**config.mk**
```make
export PLATFORM = sky130hd
export DESIGN_NAME = rv_exec_top
export DESIGN_NICKNAME = d
export VERILOG_FILES = /design/src/rtl/rv_pkg.sv /design/src/rtl/dec_ex_if.sv /design/src/rtl/reg_file.sv /design/src/rtl/decode.sv /design/src/rtl/alu.sv /design/src/rtl/execute.sv /design/src/rtl/rv_exec_top.sv
export SDC_FILE = /design/constraint.sdc
export NUM_CORES = 2
export LEC_CHECK = 0
export ABC_AREA = 0
export BUFFER_PORTS_ARGS = -buffer_cell sky130_fd_sc_hd__buf_2
export CAP_MARGIN = 20
export CORE_ASPECT_RATIO = 0.5
export CORE_MARGIN = 4
export CORE_UTILIZATION = 50
export DETAILED_ROUTE_END_ITERATION = 8
export PLACE_DENSITY = 0.75
export SLEW_MARGIN = 25
export SYNTH_ARGS = -nofsm -noshare
export SYNTH_HDL_FRONTEND = slang
export SYNTH_HIERARCHICAL = 1
export SYNTH_SLANG_ARGS = --single-unit
```
**constraint.sdc**
```tcl
create_clock -name clk -period 12.65 [get_ports clk]
set_input_delay 1.8975 -clock clk [delete_from_list [all_inputs] [get_ports clk]]
set_output_delay 1.8975 -clock clk [all_outputs]
set_load 0.01 [all_outputs]
```
**src/rtl/rv_pkg.sv**
```systemverilog
// shared types and encodings for the rv32i integer execution core.
// only the opcodes listed here are decoded; everything else becomes a
// non-writing item with a zero result.

package rv_pkg;

	typedef logic [31:0] word_t;		// data word, register values and results.
	typedef logic [4:0]  reg_idx_t;		// register index, x0..x31.
	typedef logic [3:0]  alu_ctrl_t;	// alu operation select.
	typedef logic [6:0]  opcode_t;		// major opcode, instr[6:0].
	typedef logic [2:0]  func3_t;		// func3 field, instr[14:12].

	// alu operation codes.
	localparam alu_ctrl_t ALU_ADD    = 4'd0;
	localparam alu_ctrl_t ALU_SUB    = 4'd1;
	localparam alu_ctrl_t ALU_SLL    = 4'd2;
	localparam alu_ctrl_t ALU_SLT    = 4'd3;	// signed less than.
	localparam alu_ctrl_t ALU_SLTU   = 4'd4;	// unsigned less than.
	localparam alu_ctrl_t ALU_XOR    = 4'd5;
	localparam alu_ctrl_t ALU_SRL    = 4'd6;
	localparam alu_ctrl_t ALU_SRA    = 4'd7;
	localparam alu_ctrl_t ALU_OR     = 4'd8;
	localparam alu_ctrl_t ALU_AND    = 4'd9;
	localparam alu_ctrl_t ALU_PASS_B = 4'd10;	// used by lui.

	// rv32i major opcodes.
	localparam opcode_t OP_R     = 7'b0110011;
	localparam opcode_t OP_I     = 7'b0010011;
	localparam opcode_t OP_LUI   = 7'b0110111;
	localparam opcode_t OP_AUIPC = 7'b0010111;
	localparam opcode_t OP_S     = 7'b0100011;
	localparam opcode_t OP_B     = 7'b1100011;

	// branch compare kinds.
	localparam func3_t F3_BEQ  = 3'b000;
	localparam func3_t F3_BNE  = 3'b001;
	localparam func3_t F3_BLT  = 3'b100;
	localparam func3_t F3_BGE  = 3'b101;
	localparam func3_t F3_BLTU = 3'b110;
	localparam func3_t F3_BGEU = 3'b111;

endpackage

```
**src/rtl/dec_ex_if.sv**
```systemverilog
// one decoded instruction on its way from decode to execute.
// every field is a registered decode output.

`timescale 1ns/10ps

interface dec_ex_if #(
	parameter int ADDR_WIDTH = 32	// program counter width.
);

	rv_pkg::word_t     rs1_data;	// source operand values.
	rv_pkg::word_t     rs2_data;
	rv_pkg::word_t     imm;		// sign-extended or upper immediate.
	rv_pkg::reg_idx_t  rd;
	logic [ADDR_WIDTH-1:0] pc;
	rv_pkg::alu_ctrl_t alu_ctrl;
	rv_pkg::func3_t    func3;
	rv_pkg::opcode_t   opcode;
	logic              valid;	// item holds a real instruction.

	// decode side writes the register.
	modport dec (
		output rs1_data, rs2_data, imm, rd, pc, alu_ctrl, func3, opcode, valid
	);

	// execute side only reads it.
	modport ex (
		input rs1_data, rs2_data, imm, rd, pc, alu_ctrl, func3, opcode, valid
	);

endinterface

```
**src/rtl/reg_file.sv**
```systemverilog
// 32 x 32 register file, two combinational reads, one write.
// a write and a read of the same register in one cycle return the new
// value, so dependent instructions need no interlock. x0 always reads zero.

`timescale 1ns/10ps

module reg_file (
	input  logic             clk,
	input  logic             rst_n,
	input  rv_pkg::reg_idx_t i_rs1,
	input  rv_pkg::reg_idx_t i_rs2,
	input  logic             i_wb_en,
	input  rv_pkg::reg_idx_t i_wb_rd,
	input  rv_pkg::word_t    i_wb_data,
	output rv_pkg::word_t    o_rs1_data,
	output rv_pkg::word_t    o_rs2_data
);

	rv_pkg::word_t regs [32];

	// a pending write to the same register wins over the stored value.
	function automatic rv_pkg::word_t read_port(input rv_pkg::reg_idx_t idx);
		if (idx == '0) return '0;	// x0 is hardwired.
		if (i_wb_en && (i_wb_rd == idx)) return i_wb_data;
		return regs[idx];
	endfunction

	assign o_rs1_data = read_port(i_rs1);
	assign o_rs2_data = read_port(i_rs2);

	always_ff @(posedge clk or negedge rst_n) begin
		if (!rst_n) begin
			for (int i = 0; i < 32; i++) regs[i] <= '0;
		end else if (i_wb_en && (i_wb_rd != '0)) begin
			regs[i_wb_rd] <= i_wb_data;	// writes to x0 are dropped.
		end
	end

endmodule

```
**src/rtl/decode.sv**
```systemverilog
// decode stage: register fields, immediate, alu control, pipeline register.
// i_stall high freezes the register and the input is not taken.
// an unsupported opcode gets an alu code with no operation, so its
// result reads zero in execute.

`timescale 1ns/10ps

module decode #(
	parameter int ADDR_WIDTH = 32
) (
	input  logic                  clk,
	input  logic                  rst_n,
	input  rv_pkg::word_t         i_instr,
	input  logic [ADDR_WIDTH-1:0] i_pc,
	input  logic                  i_instr_valid,
	input  logic                  i_stall,
	input  rv_pkg::word_t         i_rs1_data,
	input  rv_pkg::word_t         i_rs2_data,
	output rv_pkg::reg_idx_t      o_rs1,
	output rv_pkg::reg_idx_t      o_rs2,
	dec_ex_if.dec                 dx
);

	rv_pkg::opcode_t   opcode;
	rv_pkg::func3_t    func3;
	rv_pkg::word_t     imm;
	rv_pkg::alu_ctrl_t alu_ctrl;
	logic              alt;	// instr[30], sub and sra select.

	assign opcode = i_instr[6:0];
	assign func3  = i_instr[14:12];
	assign alt    = i_instr[30];

	assign o_rs1 = i_instr[19:15];	// read addresses go straight to the rf.
	assign o_rs2 = i_instr[24:20];

	// immediate by instruction format.
	always_comb begin
		case (opcode)
			rv_pkg::OP_S:
				imm = {{20{i_instr[31]}}, i_instr[31:25], i_instr[11:7]};
			rv_pkg::OP_B:
				imm = {{19{i_instr[31]}}, i_instr[31], i_instr[7],
				       i_instr[30:25], i_instr[11:8], 1'b0};
			rv_pkg::OP_LUI, rv_pkg::OP_AUIPC:
				imm = {i_instr[31:12], 12'd0};	// u-type.
			default:
				imm = {{20{i_instr[31]}}, i_instr[31:20]};	// i-type.
		endcase
	end

	// alu control.
	always_comb begin
		alu_ctrl = rv_pkg::alu_ctrl_t'(4'hf);	// no operation, result zero.
		case (opcode)
			rv_pkg::OP_R, rv_pkg::OP_I: begin
				case (func3)
					3'b000: alu_ctrl = (opcode == rv_pkg::OP_R && alt) ?
					                   rv_pkg::ALU_SUB : rv_pkg::ALU_ADD;	// addi has no sub.
					3'b001: alu_ctrl = rv_pkg::ALU_SLL;
					3'b010: alu_ctrl = rv_pkg::ALU_SLT;
					3'b011: alu_ctrl = rv_pkg::ALU_SLTU;
					3'b100: alu_ctrl = rv_pkg::ALU_XOR;
					3'b101: alu_ctrl = alt ? rv_pkg::ALU_SRA : rv_pkg::ALU_SRL;
					3'b110: alu_ctrl = rv_pkg::ALU_OR;
					default: alu_ctrl = rv_pkg::ALU_AND;
				endcase
			end
			rv_pkg::OP_B:     alu_ctrl = rv_pkg::ALU_SUB;
			rv_pkg::OP_LUI:   alu_ctrl = rv_pkg::ALU_PASS_B;
			rv_pkg::OP_S,
			rv_pkg::OP_AUIPC: alu_ctrl = rv_pkg::ALU_ADD;	// address or pc + imm.
			default: ;
		endcase
	end

	// decode to execute pipeline register.
	always_ff @(posedge clk or negedge rst_n) begin
		if (!rst_n) begin
			dx.rs1_data <= '0;
			dx.rs2_data <= '0;
			dx.imm      <= '0;
			dx.rd       <= '0;
			dx.pc       <= '0;
			dx.alu_ctrl <= '0;
			dx.func3    <= '0;
			dx.opcode   <= '0;
			dx.valid    <= 1'b0;
		end else if (!i_stall) begin
			dx.rs1_data <= i_rs1_data;	// already forwarded by the rf.
			dx.rs2_data <= i_rs2_data;
			dx.imm      <= imm;
			dx.rd       <= i_instr[11:7];	// raw field, also for s and b.
			dx.pc       <= i_pc;
			dx.alu_ctrl <= alu_ctrl;
			dx.func3    <= func3;
			dx.opcode   <= opcode;
			dx.valid    <= i_instr_valid;
		end
	end

endmodule

```
**src/rtl/alu.sv**
```systemverilog
// combinational 32-bit alu.
// shifts take the low 5 bits of operand 2; unknown codes give zero.

`timescale 1ns/10ps

module alu (
	input  rv_pkg::word_t     i_op1,
	input  rv_pkg::word_t     i_op2,
	input  rv_pkg::alu_ctrl_t i_alu_ctrl,
	output rv_pkg::word_t     o_result
);

	logic [4:0] shamt;
	logic       lt_s;
	logic       lt_u;

	assign shamt = i_op2[4:0];
	assign lt_s  = $signed(i_op1) < $signed(i_op2);
	assign lt_u  = i_op1 < i_op2;

	always_comb begin
		case (i_alu_ctrl)
			rv_pkg::ALU_ADD:    o_result = i_op1 + i_op2;
			rv_pkg::ALU_SUB:    o_result = i_op1 - i_op2;
			rv_pkg::ALU_SLL:    o_result = i_op1 << shamt;
			rv_pkg::ALU_SLT:    o_result = {31'd0, lt_s};
			rv_pkg::ALU_SLTU:   o_result = {31'd0, lt_u};
			rv_pkg::ALU_XOR:    o_result = i_op1 ^ i_op2;
			rv_pkg::ALU_SRL:    o_result = i_op1 >> shamt;
			rv_pkg::ALU_SRA:    o_result = $signed(i_op1) >>> shamt;	// sign fill.
			rv_pkg::ALU_OR:     o_result = i_op1 | i_op2;
			rv_pkg::ALU_AND:    o_result = i_op1 & i_op2;
			rv_pkg::ALU_PASS_B: o_result = i_op2;
			default:            o_result = '0;
		endcase
	end

endmodule

```
**src/rtl/execute.sv**
```systemverilog
// execute stage: operand select, alu, branch compare, execute register.
// the register file write happens on the same enabled edge that this stage
// captures its item. a pc narrower than 32 bits is zero-extended.

`timescale 1ns/10ps

module execute #(
	parameter int ADDR_WIDTH = 32
) (
	input  logic                  clk,
	input  logic                  rst_n,
	input  logic                  i_stall,
	dec_ex_if.ex                  dx,
	output rv_pkg::word_t         o_result,
	output rv_pkg::word_t         o_data_store,
	output logic [ADDR_WIDTH-1:0] o_pc,
	output rv_pkg::reg_idx_t      o_rd,
	output rv_pkg::func3_t        o_func3,
	output rv_pkg::opcode_t       o_opcode,
	output logic                  o_branch_taken,
	output logic                  o_ex_valid,
	output logic                  o_wb_en,
	output rv_pkg::reg_idx_t      o_wb_rd,
	output rv_pkg::word_t         o_wb_data
);

	rv_pkg::word_t op1;
	rv_pkg::word_t op2;
	rv_pkg::word_t alu_result;
	rv_pkg::word_t data_store;
	logic          taken;
	logic          writes_rd;	// opcode produces a register result.

	// operand muxes.
	always_comb begin
		if (dx.opcode == rv_pkg::OP_AUIPC) op1 = rv_pkg::word_t'(dx.pc);
		else if (dx.opcode == rv_pkg::OP_LUI) op1 = '0;
		else op1 = dx.rs1_data;
	end
	assign op2 = (dx.opcode == rv_pkg::OP_R || dx.opcode == rv_pkg::OP_B) ?
	             dx.rs2_data : dx.imm;

	alu alu_i (
		.i_op1     (op1),
		.i_op2     (op2),
		.i_alu_ctrl(dx.alu_ctrl),
		.o_result  (alu_result)
	);

	assign data_store = (dx.opcode == rv_pkg::OP_S) ? dx.rs2_data : '0;

	// branch decision, compared directly on the source values.
	always_comb begin
		taken = 1'b0;
		if (dx.opcode == rv_pkg::OP_B) begin
			case (dx.func3)
				rv_pkg::F3_BEQ:  taken = dx.rs1_data == dx.rs2_data;
				rv_pkg::F3_BNE:  taken = dx.rs1_data != dx.rs2_data;
				rv_pkg::F3_BLT:  taken = $signed(dx.rs1_data) < $signed(dx.rs2_data);
				rv_pkg::F3_BGE:  taken = $signed(dx.rs1_data) >= $signed(dx.rs2_data);
				rv_pkg::F3_BLTU: taken = dx.rs1_data < dx.rs2_data;
				rv_pkg::F3_BGEU: taken = dx.rs1_data >= dx.rs2_data;
				default:         taken = 1'b0;	// reserved func3.
			endcase
		end
	end

	// write-back fires with the capture edge only.
	assign writes_rd = (dx.opcode == rv_pkg::OP_R) || (dx.opcode == rv_pkg::OP_I) ||
	                   (dx.opcode == rv_pkg::OP_LUI) || (dx.opcode == rv_pkg::OP_AUIPC);
	assign o_wb_en   = !i_stall && dx.valid && writes_rd;
	assign o_wb_rd   = dx.rd;
	assign o_wb_data = alu_result;

	// execute to memory pipeline register.
	always_ff @(posedge clk or negedge rst_n) begin
		if (!rst_n) begin
			o_result       <= '0;
			o_data_store   <= '0;
			o_pc           <= '0;
			o_rd           <= '0;
			o_func3        <= '0;
			o_opcode       <= '0;
			o_branch_taken <= 1'b0;
			o_ex_valid     <= 1'b0;
		end else if (!i_stall) begin
			o_result       <= alu_result;
			o_data_store   <= data_store;
			o_pc           <= dx.pc;
			o_rd           <= dx.rd;
			o_func3        <= dx.func3;
			o_opcode       <= dx.opcode;
			o_branch_taken <= taken;
			o_ex_valid     <= dx.valid;	// bubbles pass as invalid items.
		end
	end

endmodule

```
**src/rtl/rv_exec_top.sv**
```systemverilog
// two-stage rv32i integer core: decode then execute.
// i_stall high freezes both stages; upstream must hold i_instr meanwhile.
// results appear two enabled edges after acceptance.

`timescale 1ns/10ps

module rv_exec_top #(
	parameter int ADDR_WIDTH = 32	// 32 or 16.
) (
	input  logic                  clk,
	input  logic                  rst_n,
	input  rv_pkg::word_t         i_instr,
	input  logic [ADDR_WIDTH-1:0] i_pc,
	input  logic                  i_instr_valid,
	input  logic                  i_stall,
	output rv_pkg::word_t         o_result,
	output rv_pkg::word_t         o_data_store,
	output logic [ADDR_WIDTH-1:0] o_pc,
	output rv_pkg::reg_idx_t      o_rd,
	output rv_pkg::func3_t        o_func3,
	output rv_pkg::opcode_t       o_opcode,
	output logic                  o_branch_taken,
	output logic                  o_ex_valid
);

	rv_pkg::reg_idx_t rs1;
	rv_pkg::reg_idx_t rs2;
	rv_pkg::word_t    rs1_data;
	rv_pkg::word_t    rs2_data;
	logic             wb_en;
	rv_pkg::reg_idx_t wb_rd;
	rv_pkg::word_t    wb_data;

	dec_ex_if #(.ADDR_WIDTH(ADDR_WIDTH)) dx_if ();

	reg_file reg_file_i (
		.clk       (clk),
		.rst_n     (rst_n),
		.i_rs1     (rs1),
		.i_rs2     (rs2),
		.i_wb_en   (wb_en),
		.i_wb_rd   (wb_rd),
		.i_wb_data (wb_data),
		.o_rs1_data(rs1_data),
		.o_rs2_data(rs2_data)
	);

	decode #(.ADDR_WIDTH(ADDR_WIDTH)) decode_i (
		.clk          (clk),
		.rst_n        (rst_n),
		.i_instr      (i_instr),
		.i_pc         (i_pc),
		.i_instr_valid(i_instr_valid),
		.i_stall      (i_stall),
		.i_rs1_data   (rs1_data),
		.i_rs2_data   (rs2_data),
		.o_rs1        (rs1),
		.o_rs2        (rs2),
		.dx           (dx_if.dec)
	);

	execute #(.ADDR_WIDTH(ADDR_WIDTH)) execute_i (
		.clk           (clk),
		.rst_n         (rst_n),
		.i_stall       (i_stall),
		.dx            (dx_if.ex),
		.o_result      (o_result),
		.o_data_store  (o_data_store),
		.o_pc          (o_pc),
		.o_rd          (o_rd),
		.o_func3       (o_func3),
		.o_opcode      (o_opcode),
		.o_branch_taken(o_branch_taken),
		.o_ex_valid    (o_ex_valid),
		.o_wb_en       (wb_en),
		.o_wb_rd       (wb_rd),
		.o_wb_data     (wb_data)
	);

endmodule

```
==> impl_metrics.yaml <==
floorplan:
  core-area_sq_um: 150000
  die_w_um: 559
  start_util_pct: 50.7
  io_pins: 181
  die_h_um: 284
  row_count: 100
  dieArea_sq_um: 159000
critical_path:
  cp.required_ns: 13.28
  cpPeakStageDelay_ns: 0.82
  startpoint: "decode_i/dx.opcode[5]"
  r2r_start: "decode_i/dx.opcode[5]"
  cp_max_fo: 35
  worstPathArrival_ns: 8.01
  path_class: "reg2reg"
  cp-end-kind: "flip-flop"
  crit_path_top_delay_cell: "dfrtp_1"
  crit_chain: "nand3b_4 > nor2_4 > buf_4 > mux2_2 > inv_2 > ha_1 > o21ai_0 > o21ai_1 > a211oi_1 > nor2_1 > a311o_1 > a41oi_1 > nor2_1 > a2111oi_0 > nor2_4 > a221o_1 > mux2_2"
  critPathLaunchType: "flip-flop"
synth:
  synth-main-ff-cell: "dfrtp_1"
  yosys_warnings: 6
  synthesis.area_sq_um: 76000
  ys_ff_latch: 1285
  synth_edf_count: 0
  synth_fp_nets: 6280
  ys_seq_area_share_pct: 42.3
  syn_inst: 6078
  avgSynthCellArea_sq_um: 12.5
  ys_types: 107
  synth-async-reset-ratio_pct: 100
worst_hold_path:
  min_from: "reg_file_i/regs[1002]"
  hp-class: "reg2reg"
route:
  vias: 58100
  wl_per_cell_um: 35.6
  antenna_left: 0
  dr.first_iter.drc_count: 8380
  via_per_inst: 7.22
  routed_wl_um: 286000
  drc: 0
  firstDrtPassIters: 8
timing:
  min_period_over_period_pct: 58.4
  slew_headroom_pct: 16.2
  skew_ns: 0.0975
  setup_viol: 0
  report.final.slew_viol_count: 0
  max_freq_mhz: 135
  worst_pin_slew_ns: 1.25
  grt_setup_unrepaired: "no"
  setup_ws_ns: 5.27
  period_needed_ns: 7.38
  hold_viol: 0
  finalSetupTns_ns: 0
global_routing:
  antenna_found_initial: 26
  gr-total-overflow: 0
  grt_max_degree: 185
  grt_first_pass_wirelength_um: 411000
  grt_pass1_vias: 58500
  track_usage_pct: 35.1
power:
  power.internal_w: 0.00686
  p_switching_w: 0.00289
  power.share.clock_pct: 39.1
  p_comb_share_pct: 16.2
  p_sw_share_pct: 29.6
  p_seq_share_pct: 44.7
  pwr_density_cell_nw_per_um2: 118
  p_leak_nw: 37.7
  ir_drop_mv: 0.116
cells_and_area:
  drive_gt1_share_pct: 38.8
  multi_input_area_sq_um: 40800
  areaGrowthSynthToFinish_pct: 8.69
  regArea_sq_um: 32200
  final_nets: 6151
  filler_cell_count: 12000
placement:
  port_buffers: 180
  dp_slack_ns: 5.47
  dp_hpwl_um: 184000
  gp_congestion: 1.03
clock_network:
  cts_setup_buffers: 0
  cts_root_buffer: "clkbuf_16"
  cts.sinks: 1285
  cts-htree-levels: 3
  tritoncts: "yes"
  cts.repair.resized: 0
  cts_buffer_depth: 3
  hold_buffers: 0
  clk_latency_ns: 0.78
  clk_pin_slew_ns: 0.07
  cts_inserted_buffers: 114
status:
  status: "complete, no violations"
flow_run:
  drv_cap: 0
[synth_stat cells (all sizes together) (36+ instances only)]
cell type / n / area share, %
dfrtp: 1285 / 42
mux2: 1239 / 18
mux4: 470 / 14
clkbuf: 339 / 1.7
buf: 265 / 2.2
o21ai: 264 / 1.7
nor2: 260 / 1.3
nand2: 250 / 1.2
mux2i: 229 / 3.0
a21oi: 219 / 1.5
ha: 132 / 2.2
inv: 131 / 0.65
a22oi: 128 / 1.3
a221oi: 67 / 0.78
o22ai: 58 / 0.48
nand2b: 55 / 0.46
o211ai: 53 / 0.53
nand3: 49 / 0.32
nor3: 47 / 0.33
a22o: 42 / 0.48
a31oi: 36 / 0.30
[cell type report]
| type | instances | share of cell area, % |
|---|---|---|
| inverter | 133 | 0.604 |
| antenna | 10 | 0.0303 |
| sequential | 1285 | 38.9 |
| clock buffer | 157 | 3.96 |
| clock inverter | 54 | 0.992 |
| multi-input combinational | 4056 | 49.4 |
| tap | 1989 | 3.01 |
| timing repair buffer | 359 | 3.11 |
[per-stage QoR]
step / utilization, % / power (W) / instances / hold WS [ns] / cell area (sq um)
after floorplan: - / 0.00528 / 6078 / 0.425 / 76000
after global placement: 52.2 / 0.00590 / 7815 / 0.362 / 78300
after detailed placement: 52.3 / 0.00594 / 7817 / 0.363 / 78400
after CTS: 55.0 / 0.00971 / 8028 / 0.381 / 82400
after global routing: 55.1 / 0.0100 / 8034 / 0.398 / 82600
final: 55.1 / 0.00975 / 8043 / 0.378 / 82600
[flip-flops by register name, indices dropped and copies added, names as in the netlist]
register                  cells
reg_file_i/regs            1024
execute_i/o_rd                5
execute_i/o_data_store       32
decode_i/dx.pc               32
execute_i/o_branch_taken      1
execute_i/o_pc               32
decode_i/dx.opcode            7
execute_i/o_opcode            7
execute_i/o_ex_valid          1
decode_i/dx.alu_ctrl          4
execute_i/o_result           32
decode_i/dx.valid             1
decode_i/dx.func3             3
decode_i/dx.rs2_data         32
decode_i/dx.rd                5
decode_i/dx.imm              32
execute_i/o_func3             3
decode_i/dx.rs1_data         32
[critical path, delay by kind of cell (launching register included)]
family	cells	cell delay, ns
compound gates	7	3.00
fa+ha+maj	1	0.46
buf+inv	2	1.06
flops	1	0.82
mux	2	0.92
simple gates	5	0.98
[routing by layer]
| layer | share of wire (%) | vias up | track usage [%] |
|---|---|---|---|
| li1 | - | 22800 | - |
| met1 | 36 | 29900 | 45.0 |
| met2 | 44 | 4265 | 52.2 |
| met3 | 14 | 1058 | 12.7 |
| met4 | 6.2 | 18 | 18.4 |
| met5 | 0.079 | - | 0.595 |
[power groups by stage]
stage	clock (W)	sequential, W	combinational (W)
2_1_floorplan	0	0.00437	0.000909
3_3_place_gp	0	0.00442	0.00148
3_5_place_dp	0	0.00443	0.00151
4_1_cts	0.00384	0.00435	0.00152
5_1_grt	0.00403	0.00436	0.00165
6_report	0.00382	0.00436	0.00158
[worst paths after layout]
kind | end | slack (ns) | depth (start not counted)
min in group asynchronous | reg_file_i/regs[292] | 1.13 | 1
min reg2reg | reg_file_i/regs[1002] | 0.38 | 0
max reg2reg | decode_i/dx.rs2_data[29] | 5.27 | 17
max | decode_i/dx.rs2_data[29] | 5.27 | 17
max in group asynchronous | decode_i/dx.imm[12] | 9.07 | 4
min | reg_file_i/regs[1002] | 0.38 | 0
[cell usage in the layout (no fill, tap or decap), types with 20 or more instances in the layout]
master	synthesis	routed
nor4_1	27	23
clkbuf_16	0	114
inv_1	130	129
a21oi_1	217	216
buf_2	127	171
nand3_1	49	48
dfrtp_1	1285	1285
buf_4	52	163
a21boi_0	20	20
a31oi_1	36	35
a22oi_1	128	127
o21ai_1	18	22
ha_1	132	132
clkinv_2	0	25
a221oi_1	66	66
clkbuf_8	2	27
a221o_1	31	29
a211o_1	26	25
mux2_2	1207	1207
nor3_1	44	41
nand2_1	250	235
nor2b_1	32	30
o22ai_1	58	57
nor2_1	257	236
mux2_1	32	30
mux4_2	463	463
o21ai_0	246	240
o211ai_1	52	52
a211oi_1	24	24
mux2i_1	229	229
a21o_1	27	27
a22o_1	42	42
nor2_4	0	21
nand2b_1	54	54
[logic make-up after synthesis]
family                     Yosys count  synth area share [%]
adders and majority gates          134                  2.23
DFF                               1285                  42.3
xor gates and xnor gates            14                 0.161
buffers and inverters              737                  4.60
and+or+nand+nor                    830                  5.26
AOI/OAI and AO/OA                 1140                  10.1
muxes                             1938                  35.3
Power figures use the tool's default switching activity.
